==> src/hw/mul_pkg.sv <==
package mul_pkg;

  localparam int data_width     = 32;              // operand and result width
  localparam int sa_width       = 5;               // shift amount width
  localparam int reg_addr_width = 5;               // destination register index width
  localparam int prod_width     = data_width + 1;  // multiplier operand with extension bit

  // Opcode encoding of the execution block.
  // Bit 2 selects the multiplier path and bit 1 marks a signed operation.
  // For shifts bit 0 marks a right shift. MTHI and MTLO sit in the spare codes
  typedef enum logic [2:0] {
    op_sll   = 3'd0,  // shift left logical
    op_srl   = 3'd1,  // shift right logical
    op_mthi  = 3'd2,  // move opa to hi
    op_sra   = 3'd3,  // shift right arithmetic
    op_multu = 3'd4,  // unsigned 32x32 multiply
    op_mtlo  = 3'd5,  // move opa to lo
    op_mult  = 3'd6   // signed 32x32 multiply
  } mul_op_e;

  // one issued command as seen by the execution block
  typedef struct packed {
    mul_op_e                   op;   // operation
    logic [reg_addr_width-1:0] dst;  // destination register, zero means discarded
    logic [data_width-1:0]     opa;  // first operand, also the shifted value
    logic [data_width-1:0]     opb;  // second operand of a multiply
    logic [sa_width-1:0]       sa;   // shift amount
  } mul_cmd_t;

  // state of the one-cycle stall machine
  typedef enum logic {
    idle = 1'b0,  // waiting for a request
    held = 1'b1   // stall cycle done, result available
  } stall_state_e;

endpackage

==> src/hw/shift_decode.sv <==
module shift_decode
  import mul_pkg::*;
(
  input  logic [sa_width-1:0]   sa,
  input  logic                  dir,
  output logic [prod_width-1:0] decoded
);

  logic [sa_width-1:0] left_sa;  // power of two that realizes the shift

  // A left shift multiplies by 2^sa.
  // A right shift multiplies by 2^(32-sa) and the caller takes the high word.
  // 32-sa in five bits is the two's complement of sa, so sa of zero wraps to 0
  always_comb
  begin
    if (dir)
    begin
      left_sa = (~sa) + 1'b1;  // 32 - sa modulo 32
    end
    else
    begin
      left_sa = sa;
    end
  end

  // one-hot expansion of the left shift amount
  always_comb
  begin
    decoded = '0;
    for (int i = 0; i < prod_width; i++)
    begin
      if (left_sa == i)
      begin
        decoded[i] = 1'b1;  // bit 32 is never reached with a 5-bit amount
      end
    end
  end

endmodule

==> src/hw/stall_ctrl.sv <==
module stall_ctrl
  import mul_pkg::*;
(
  input  logic clk,
  input  logic reset,
  input  logic request,
  output logic stalled
);

  stall_state_e state;
  stall_state_e state_next;

  always_ff @(posedge clk)
  begin
    if (reset)
    begin
      state <= idle;
    end
    else
    begin
      state <= state_next;
    end
  end

  // A request from idle costs one cycle, the cycle after it goes through.
  // A request still present after that restarts the stall for the next command
  always_comb
  begin
    state_next = state;
    stalled    = 1'b0;
    case (state)
      idle:
      begin
        if (request)
        begin
          stalled    = 1'b1;
          state_next = held;
        end
      end
      held:    state_next = idle;  // product is in the register now
      default: state_next = idle;
    endcase
  end

endmodule

==> src/hw/mul_shift.sv <==
module mul_shift
  import mul_pkg::*;
(
  input  logic                  clk,
  input  logic                  reset,
  input  mul_cmd_t              cmd,
  output logic [data_width-1:0] prod_hi,
  output logic [data_width-1:0] prod_lo,
  output logic [data_width-1:0] shift_result
);

  logic                         is_mul;     // multiplier operands, not a shift
  logic                         is_signed;  // sign-extend the operands
  logic                         dir;        // right shift
  logic [prod_width-1:0]        decoded_sa;
  logic signed [prod_width-1:0] opa_ext;
  logic signed [prod_width-1:0] opb_ext;
  logic signed [2*prod_width-1:0] prod_q;   // full 66-bit product register

  assign is_mul    = cmd.op[2];
  assign is_signed = cmd.op[1];
  assign dir       = cmd.op[0];

  shift_decode u_shift_decode (
    .sa      (cmd.sa),
    .dir     (dir),
    .decoded (decoded_sa)
  );

  // sra carries the sign of opa into the extension bit, srl and sll do not
  assign opa_ext = {is_signed & cmd.opa[data_width-1], cmd.opa};

  // for a shift the second factor is the decoded power of two
  always_comb
  begin
    if (is_mul)
    begin
      opb_ext = {is_signed & cmd.opb[data_width-1], cmd.opb};
    end
    else
    begin
      opb_ext = decoded_sa;  // top bit stays clear so the factor is positive
    end
  end

  // One pipeline stage after the multiplier.
  // Both factors are 33-bit signed so MULTU also fits the signed array
  always_ff @(posedge clk)
  begin
    if (reset)
    begin
      prod_q <= '0;
    end
    else
    begin
      prod_q <= opa_ext * opb_ext;
    end
  end

  assign prod_hi = prod_q[2*data_width-1:data_width];
  assign prod_lo = prod_q[data_width-1:0];

  // A right shift lands in the high word except for sa of zero, which
  // multiplies by one and so leaves the operand in the low word
  always_comb
  begin
    if (dir && (|cmd.sa))
    begin
      shift_result = prod_hi;
    end
    else
    begin
      shift_result = prod_lo;
    end
  end

endmodule

==> src/hw/hilo_regs.sv <==
module hilo_regs
  import mul_pkg::*;
(
  input  logic                  clk,
  input  logic                  reset,
  input  logic                  load_prod,
  input  logic                  write_hi,
  input  logic                  write_lo,
  input  logic [data_width-1:0] prod_hi,
  input  logic [data_width-1:0] prod_lo,
  input  logic [data_width-1:0] wdata,
  output logic [data_width-1:0] hi,
  output logic [data_width-1:0] lo
);

  // HI holds the upper product word or an MTHI value
  always_ff @(posedge clk)
  begin
    if (reset)
    begin
      hi <= '0;
    end
    else if (load_prod)
    begin
      hi <= prod_hi;  // multiply completing this cycle
    end
    else if (write_hi)
    begin
      hi <= wdata;
    end
  end

  // LO holds the lower product word or an MTLO value
  always_ff @(posedge clk)
  begin
    if (reset)
    begin
      lo <= '0;
    end
    else if (load_prod)
    begin
      lo <= prod_lo;
    end
    else if (write_lo)
    begin
      lo <= wdata;
    end
  end

endmodule

==> src/hw/mul_unit.sv <==
module mul_unit
  import mul_pkg::*;
(
  input  logic                  clk,
  input  logic                  reset,
  input  logic                  start,
  input  mul_cmd_t              cmd,
  output logic                  stalled,
  output logic [data_width-1:0] shift_result,
  output logic [data_width-1:0] hi,
  output logic [data_width-1:0] lo
);

  logic                  is_mul;     // mult or multu
  logic                  is_shift;   // sll, srl or sra
  logic                  request;    // command needs the registered product
  logic                  load_prod;  // multiply result goes to hi and lo
  logic                  write_hi;
  logic                  write_lo;
  logic [data_width-1:0] prod_hi;
  logic [data_width-1:0] prod_lo;

  assign is_mul   = (cmd.op == op_mult) || (cmd.op == op_multu);
  assign is_shift = (cmd.op == op_sll) || (cmd.op == op_srl) || (cmd.op == op_sra);

  // a shift into register zero has no consumer, so it need not wait
  assign request = start & (is_mul | (is_shift & (|cmd.dst)));

  // stalled is low in the second cycle of a multiply, the product is ready then
  assign load_prod = start & is_mul & ~stalled;
  assign write_hi  = start & (cmd.op == op_mthi);
  assign write_lo  = start & (cmd.op == op_mtlo);

  mul_shift u_mul_shift (
    .clk          (clk),
    .reset        (reset),
    .cmd          (cmd),
    .prod_hi      (prod_hi),
    .prod_lo      (prod_lo),
    .shift_result (shift_result)
  );

  stall_ctrl u_stall_ctrl (
    .clk     (clk),
    .reset   (reset),
    .request (request),
    .stalled (stalled)
  );

  hilo_regs u_hilo_regs (
    .clk       (clk),
    .reset     (reset),
    .load_prod (load_prod),
    .write_hi  (write_hi),
    .write_lo  (write_lo),
    .prod_hi   (prod_hi),
    .prod_lo   (prod_lo),
    .wdata     (cmd.opa),  // mthi and mtlo move the first operand
    .hi        (hi),
    .lo        (lo)
  );

endmodule

==> config.mk <==
export PLATFORM = sky130hd
export DESIGN_NAME = mul_unit
export DESIGN_NICKNAME = d
export VERILOG_FILES = /design/src/hw/mul_pkg.sv /design/src/hw/shift_decode.sv /design/src/hw/stall_ctrl.sv /design/src/hw/mul_shift.sv /design/src/hw/hilo_regs.sv /design/src/hw/mul_unit.sv
export SDC_FILE = /design/constraint.sdc
export NUM_CORES = 2
export LEC_CHECK = 0
export BUFFER_PORTS_ARGS = -buffer_cell sky130_fd_sc_hd__buf_4
export CAP_MARGIN = 20
export CORE_MARGIN = 2
export CORE_UTILIZATION = 31
export CTS_CLUSTER_DIAMETER = 60
export DETAILED_ROUTE_END_ITERATION = 16
export GPL_ROUTABILITY_DRIVEN = 0
export GPL_TIMING_DRIVEN = 0
export PLACE_DENSITY = 0.45
export SYNTH_ARGS = -nofsm -noshare
export SYNTH_HDL_FRONTEND = slang
export SYNTH_SLANG_ARGS = --single-unit
==> constraint.sdc <==
create_clock -name clk -period 9.8 [get_ports clk]
set_clock_uncertainty 0.1 [all_clocks]
set_input_delay 0 -clock clk [delete_from_list [all_inputs] [get_ports clk]]
set_output_delay 0 -clock clk [all_outputs]
set_load 0.1 [all_outputs]
After elaboration in Yosys (flattened, before gate mapping)
Index checks and enable logic that the tools add are counted.
Cells by class
  multiply operators: 1
  equality and inequality tests: 37
  reduce and logical (&&, ||, !) cells: 10
  mux-type cells: 42
  bitwise gates (word level): 12
  $add $sub $neg: 1
Operators by type and width (number)
  $mux W32: 5
  $eq A5 B5 Y1 const B: 16
  $mul A33 B33 Y64: 1
  $eq A5 B4 Y1 const B: 8
  $mux W1: 34
  $mux W33: 1
  $eq A5 B3 Y1 const B: 4
  $eq A5 B2 Y1 const B: 2
  $reduce_or A5 Y1: 2
  $eq A3 B3 Y1 const B: 3
  $and A1 B1 Y1: 8
  $eq A3 B2 Y1 const B: 2
  $add A5 B1 Y5 const B: 1
  $eq A5 B1 Y1 const B: 1
  $logic_not A5 Y1: 1
  $mux W5: 1
  $not A5 Y5: 1
  $reduce_bool A2 Y1: 2
  $eq A3 B1 Y1 const B: 1
  $logic_not A3 Y1: 1
  $logic_or A1 B1 Y1: 3
  $not A1 Y1: 2
  $pmux W1 S2: 1
  $logic_and A1 B1 Y1: 1
  $or A1 B1 Y1: 1
Storage, ports and cells
  output and inout bits: 97
  register bits after elaboration: 129
  logic and storage cells: 107
  input bits: 80

Depth between registers and ports, before layout
  depth in word-level cells: 11
  gate-level depth with buffers: 38
  mapped depth without buffers: 37

Hierarchy
From an unflattened synthesis, not the netlist that was laid out.
Second synthesis, totals
  cell total of the unflattened synthesis: 4742
  area, all modules: 44051.0 sq um
By module, submodules not included
  mul_shift: instances 1, cells an instance 4367, area an instance 40254.9 sq um
  hilo_regs: instances 1, cells an instance 285, area an instance 3229.3 sq um
  shift_decode: instances 1, cells an instance 78, area an instance 469.2 sq um
  mul_unit: instances 1, cells an instance 9, area an instance 58.8 sq um
  stall_ctrl: instances 1, cells an instance 3, area an instance 38.8 sq um

Least setup slack after synthesis
Ideal clock, no wire load.
  path kind: in2reg
  start point: input cmd[0] (netlist name)
  end point: register u_mul_shift.prod_q[60]
  data arrival time: 9407 ps
  setup time: 121 ps
  slack: 173 ps
  buffers on the path: 1
  data required time: 9579 ps
  cell stages on the path: 33
  path through: inv_1 -> ha_1 -> nand2b_1 -> nor2_1 -> ha_1 -> mux2i_1 -> nor2b_1 -> and3_1 -> inv_1 -> o21ai_0 -> clkbuf_1 -> and2_1 -> fa_1 -> fa_1 -> fa_1 -> inv_1 -> fa_1 -> inv_1 -> fa_1 -> fa_1 -> fa_1 -> inv_1 -> fa_1 -> inv_1 -> ha_1 -> a211oi_1 -> a21boi_0 -> a221o_1 -> a221o_1 -> a41oi_4 -> o21ai_2 -> o31ai_2 -> mux2_2
On the way
  longest elaborated chain between the ends: 7
  elaborated cells between the ends (all ways): 69
  classes of those cells: add/sub: 1; mul: 1; eq/ne: 31; mux: 34; bitwise: 1; reduce/logical: 1
Ends and longest elaborated chain
  start, declared: RTL line mul_unit.sv:7  | input mul_cmd_t cmd,
  $not A5 Y5: RTL line shift_decode.sv:18  | left_sa = (~sa) + 1'b1;
  $add A5 B1 Y5: RTL line shift_decode.sv:18
  $mux W5 *: RTL line shift_decode.sv:16  | if (dir)
  $eq A5 B1 Y1, or another cell as far along: RTL line shift_decode.sv:32  | if (left_sa == i)
  $mux W1: RTL line shift_decode.sv:32
  $mux W33 *: RTL line mul_shift.sv:36  | if (is_mul)
  $mul A33 B33 Y64 *: RTL line mul_shift.sv:56  | prod_q <= opa_ext * opb_ext;
  end signal, assigned: RTL line mul_shift.sv:56
  end, declared: RTL line mul_shift.sv:18  | logic signed [2*prod_width-1:0] prod_q;
Mark *: on every way between the ends. The rest lies on a longest branch, timed or not.
A chain may end at the register's enable or synchronous reset.

Worst setup path after layout
Same ends and word-level chain as after synthesis.

==> impl_metrics.csv <==
group,metric,value,unit
run_status,status,"completed",
layout,layout-drive-gt1-share,0.0867,
layout,fin_area,0.0487,mm^2
sta,tightest_slew,1.19,ns
placement,dp_slack,-3.42,ns
worst_setup_path,reg2reg_to,"u_hilo_regs.lo[1]",
worst_setup_path,reg2regPathDepth,5,
sta,layout_min_cycle_time,9.54,ns
sta,timing.final.max_slew_violations,0,
sta,hold_viol,0,
worst_setup_path,worstSetupEndpointType,"flop",
global_routing,first_global_vias,36300,
logic_synthesis,yosysMostFrequentCell,"fa_1",
layout,multi_input_area,0.0361,mm^2
worst_setup_path,crit_fanout,10,
clocking,clkTransAtPathRegs,0.06,ns
logic_synthesis,postSynthAreaPerCell,9.27,um^2
clocking,cts-root-buf,"clkbuf_16",
global_routing,antenna_found_initial,34,
sta,setup_slack,0.263,ns
hold_path,min-delay-start,"cmd[55]",
floorplan,start_util,0.312,
detailed_routing,viasPerCell,4.90,
logic_synthesis,yosys_warnings,0,
clocking,cts_sinks,129,
sta,max_freq,0.105,GHz
logic_synthesis,yosys-top-cells-count,"fa_1 (1125), inv_1 (1089), nand2_1 (572)",
logic_synthesis,synth_area,0.0436,mm^2
logic_synthesis,synth_top_area_share,0.517,
floorplan,die_h,379,um
worst_setup_path,cp_slowest_cell,"clkbuf_1",
floorplan,core_area,0.140,mm^2
layout,nFillCells,14800,
clocking,cts_tree,"built",
floorplan,ios,177,
logic_synthesis,async_flop_share,0,
global_routing,grt_max_degree,16,
hold_path,whs_path_depth,3,
layout,area_growth,11.7,%
clocking,clockBufferDepth,3,
placement,dp_cells,6738,
worst_setup_path,worstSetupPathType,"input port to flop",
detailed_routing,vias,33400,
sta,fin_crit_sh,0.973,
clocking,clkLatencyLatePin,0.48,ns
logic_synthesis,ys_ff_latch,129,
detailed_routing,post_drt_wl_per_cell,27.1,um
floorplan,die_area,0.144,mm^2
global_routing,grt_pass1_wl,264000,um
logic_synthesis,synth.distinct_cells,70,
placement,hpwl,158000,um
layout,nets,6339,
flow_run,maxCapViolations,0,
placement,place.port_buffers,147,
hold_path,holdPathEnd,"u_hilo_regs.lo[18]",
layout,instances_no_fill,6807,
sta,grt_setup_unrepaired,"yes",
worst_setup_path,rrSetupSlack,7.40,ns
global_routing,grt_overflow,0,
sta,maxSlewHeadroom,0.206,
worst_setup_path,cp_common_cell,"fa_1",
logic_synthesis,synth_edf_count,0,
detailed_routing,drt_first_pass_iters,5,
logic_synthesis,netlist_instances,4702,
worst_setup_path,cp.required,10.07,ns
worst_setup_path,path_delay_family,"adder cells",
sta,setup_tns,0,ns
clocking,htree_levels,4,
logic_synthesis,synth.area.top_cells,"fa_1 (52%), inv_1 (9.4%), and2_1 (6.6%)",
worst_setup_path,r2r_start,"u_stall_ctrl.state",
sta,setup_viol,0,
logic_synthesis,yosysTopAreaCell,"fa_1",
placement,place_area,0.0473,mm^2
detailed_routing,ant_nets,0,
floorplan,rows,137,
floorplan,die_x,379,um
logic_synthesis,seq_area_frac_synth,0.0592,
detailed_routing,drc_errors,0,
detailed_routing,wl,185000,um
logic_synthesis,synthFlopType,"dfxtp_1",
global_routing,track_usage,0.261,
logic_synthesis,synth_fp_nets,6123,
worst_setup_path,slowest_delay,0.83,ns
hold_path,hp-class,"input port to flop",
worst_setup_path,crit_arrival,9.81,ns
worst_setup_path,critPathLaunchType,"input port",
clocking,numCtsBuffers,25,
detailed_routing,drt-initial-drc-count,2667,
worst_setup_path,path_buf_inv,6,
layout,ff_latch_area,0.00258,mm^2
-- worst max-delay path by stage --
stage / from / to / slack [ns] / cells past startpoint
after floorplan: cmd[0] / u_mul_shift.prod_q[60] / 0.17 / 33
after global placement: cmd[0] / u_mul_shift.prod_q[63] / -4.35 / 35
after detailed placement: cmd[0] / u_mul_shift.prod_q[63] / -3.42 / 35
after CTS: cmd[0] / u_mul_shift.prod_q[63] / 0.00002 / 33
after global routing: cmd[0] / u_mul_shift.prod_q[63] / -0.04 / 37
final: cmd[0] / u_mul_shift.prod_q[60] / 0.26 / 33
-- tightest hold or removal path, delay by kind of cell --
| kind | cells | cell delay (ns) |
|---|---|---|
| AOI/OAI and AO/OA | 1 | 0.08 |
| buffers and inverters | 1 | 0.25 |
| muxes | 1 | 0.21 |
-- cell usage in the layout, fill, tap and decap left out, drive strengths merged, types with 4 or more instances in the layout --
cell / count
o21a: 6
a31o: 4
a22oi: 5
xor2: 25
nor2: 167
diode: 7
a41oi: 5
nand2: 572
a211oi: 72
o21ai: 50
o31ai: 5
a21oi: 64
nor2b: 108
a31oi: 7
nor3b: 5
o21bai: 7
mux2: 37
a22o: 21
or2: 6
a21o: 17
nor3: 17
dfxtp: 129
mux2i: 68
clkbuf: 290
dlygate4sd3: 13
nand3: 16
xnor2: 43
buf: 199
inv: 1086
fa: 1125
nand4: 9
and3: 8
o211ai: 11
nand2b: 14
and2: 459
ha: 216
a21boi: 5
-- sequential cells by signal, indices dropped and copies added (netlist names) --
signal / cells
u_hilo_regs.hi: 32
u_hilo_regs.lo: 32
u_mul_shift.prod_q: 64
u_stall_ctrl.state: 1
-- repair_timing --
item / 4_1_cts / 5_1_grt
resized for setup: 110 / 123
hold buffers: 13 / 0
setup buffers: 9 / 9
pin swaps: 3 / 8
hold endpoints to repair: 23 / 0
setup endpoints to repair: 43 / 30
-- through the flow --
stage	hold WS, ns	utilization
2_1_floorplan	0.0640	-
3_3_place_gp	0.248	0.337
3_5_place_dp	0.262	0.339
4_1_cts	0.0122	0.347
5_1_grt	0.00530	0.349
6_report	0.0121	0.349
-- final cells by class --
type                    instances  share of cell area
diodes                          7            0.000360
plain buffers                 279              0.0254
clock buffers                  32              0.0148
clock inverters                 1            0.000103
inverters                    1089              0.0841
multi-input cells            3202               0.742
flip-flops and latches        129              0.0530
well taps                    1876              0.0482
repair buffers                192              0.0323
-- logic make-up after synthesis --
group,after synthesis,synth area share
AND/OR/NAND/NOR,1394,0.158
buffers and inverters,1371,0.118
adder cells (fa/ha/maj),1341,0.578
AO/OA/AOI/OAI,294,0.0473
flip-flops,129,0.0592
multiplexers,105,0.0252
XOR/XNOR,68,0.0137
-- routing by layer --
layer / vias to the layer above / routed length [um] / global-route usage
met5: - / 69 / 0
met4: 10 / 9540 / 0.112
met3: 278 / 13700 / 0.0432
met2: 1248 / 83900 / 0.414
met1: 17700 / 77400 / 0.352
li1: 14100 / - / -
Power is left out: the tool's default activity adds up to more than one toggle a clock period on the data nets, which glitch-free logic cannot reach.
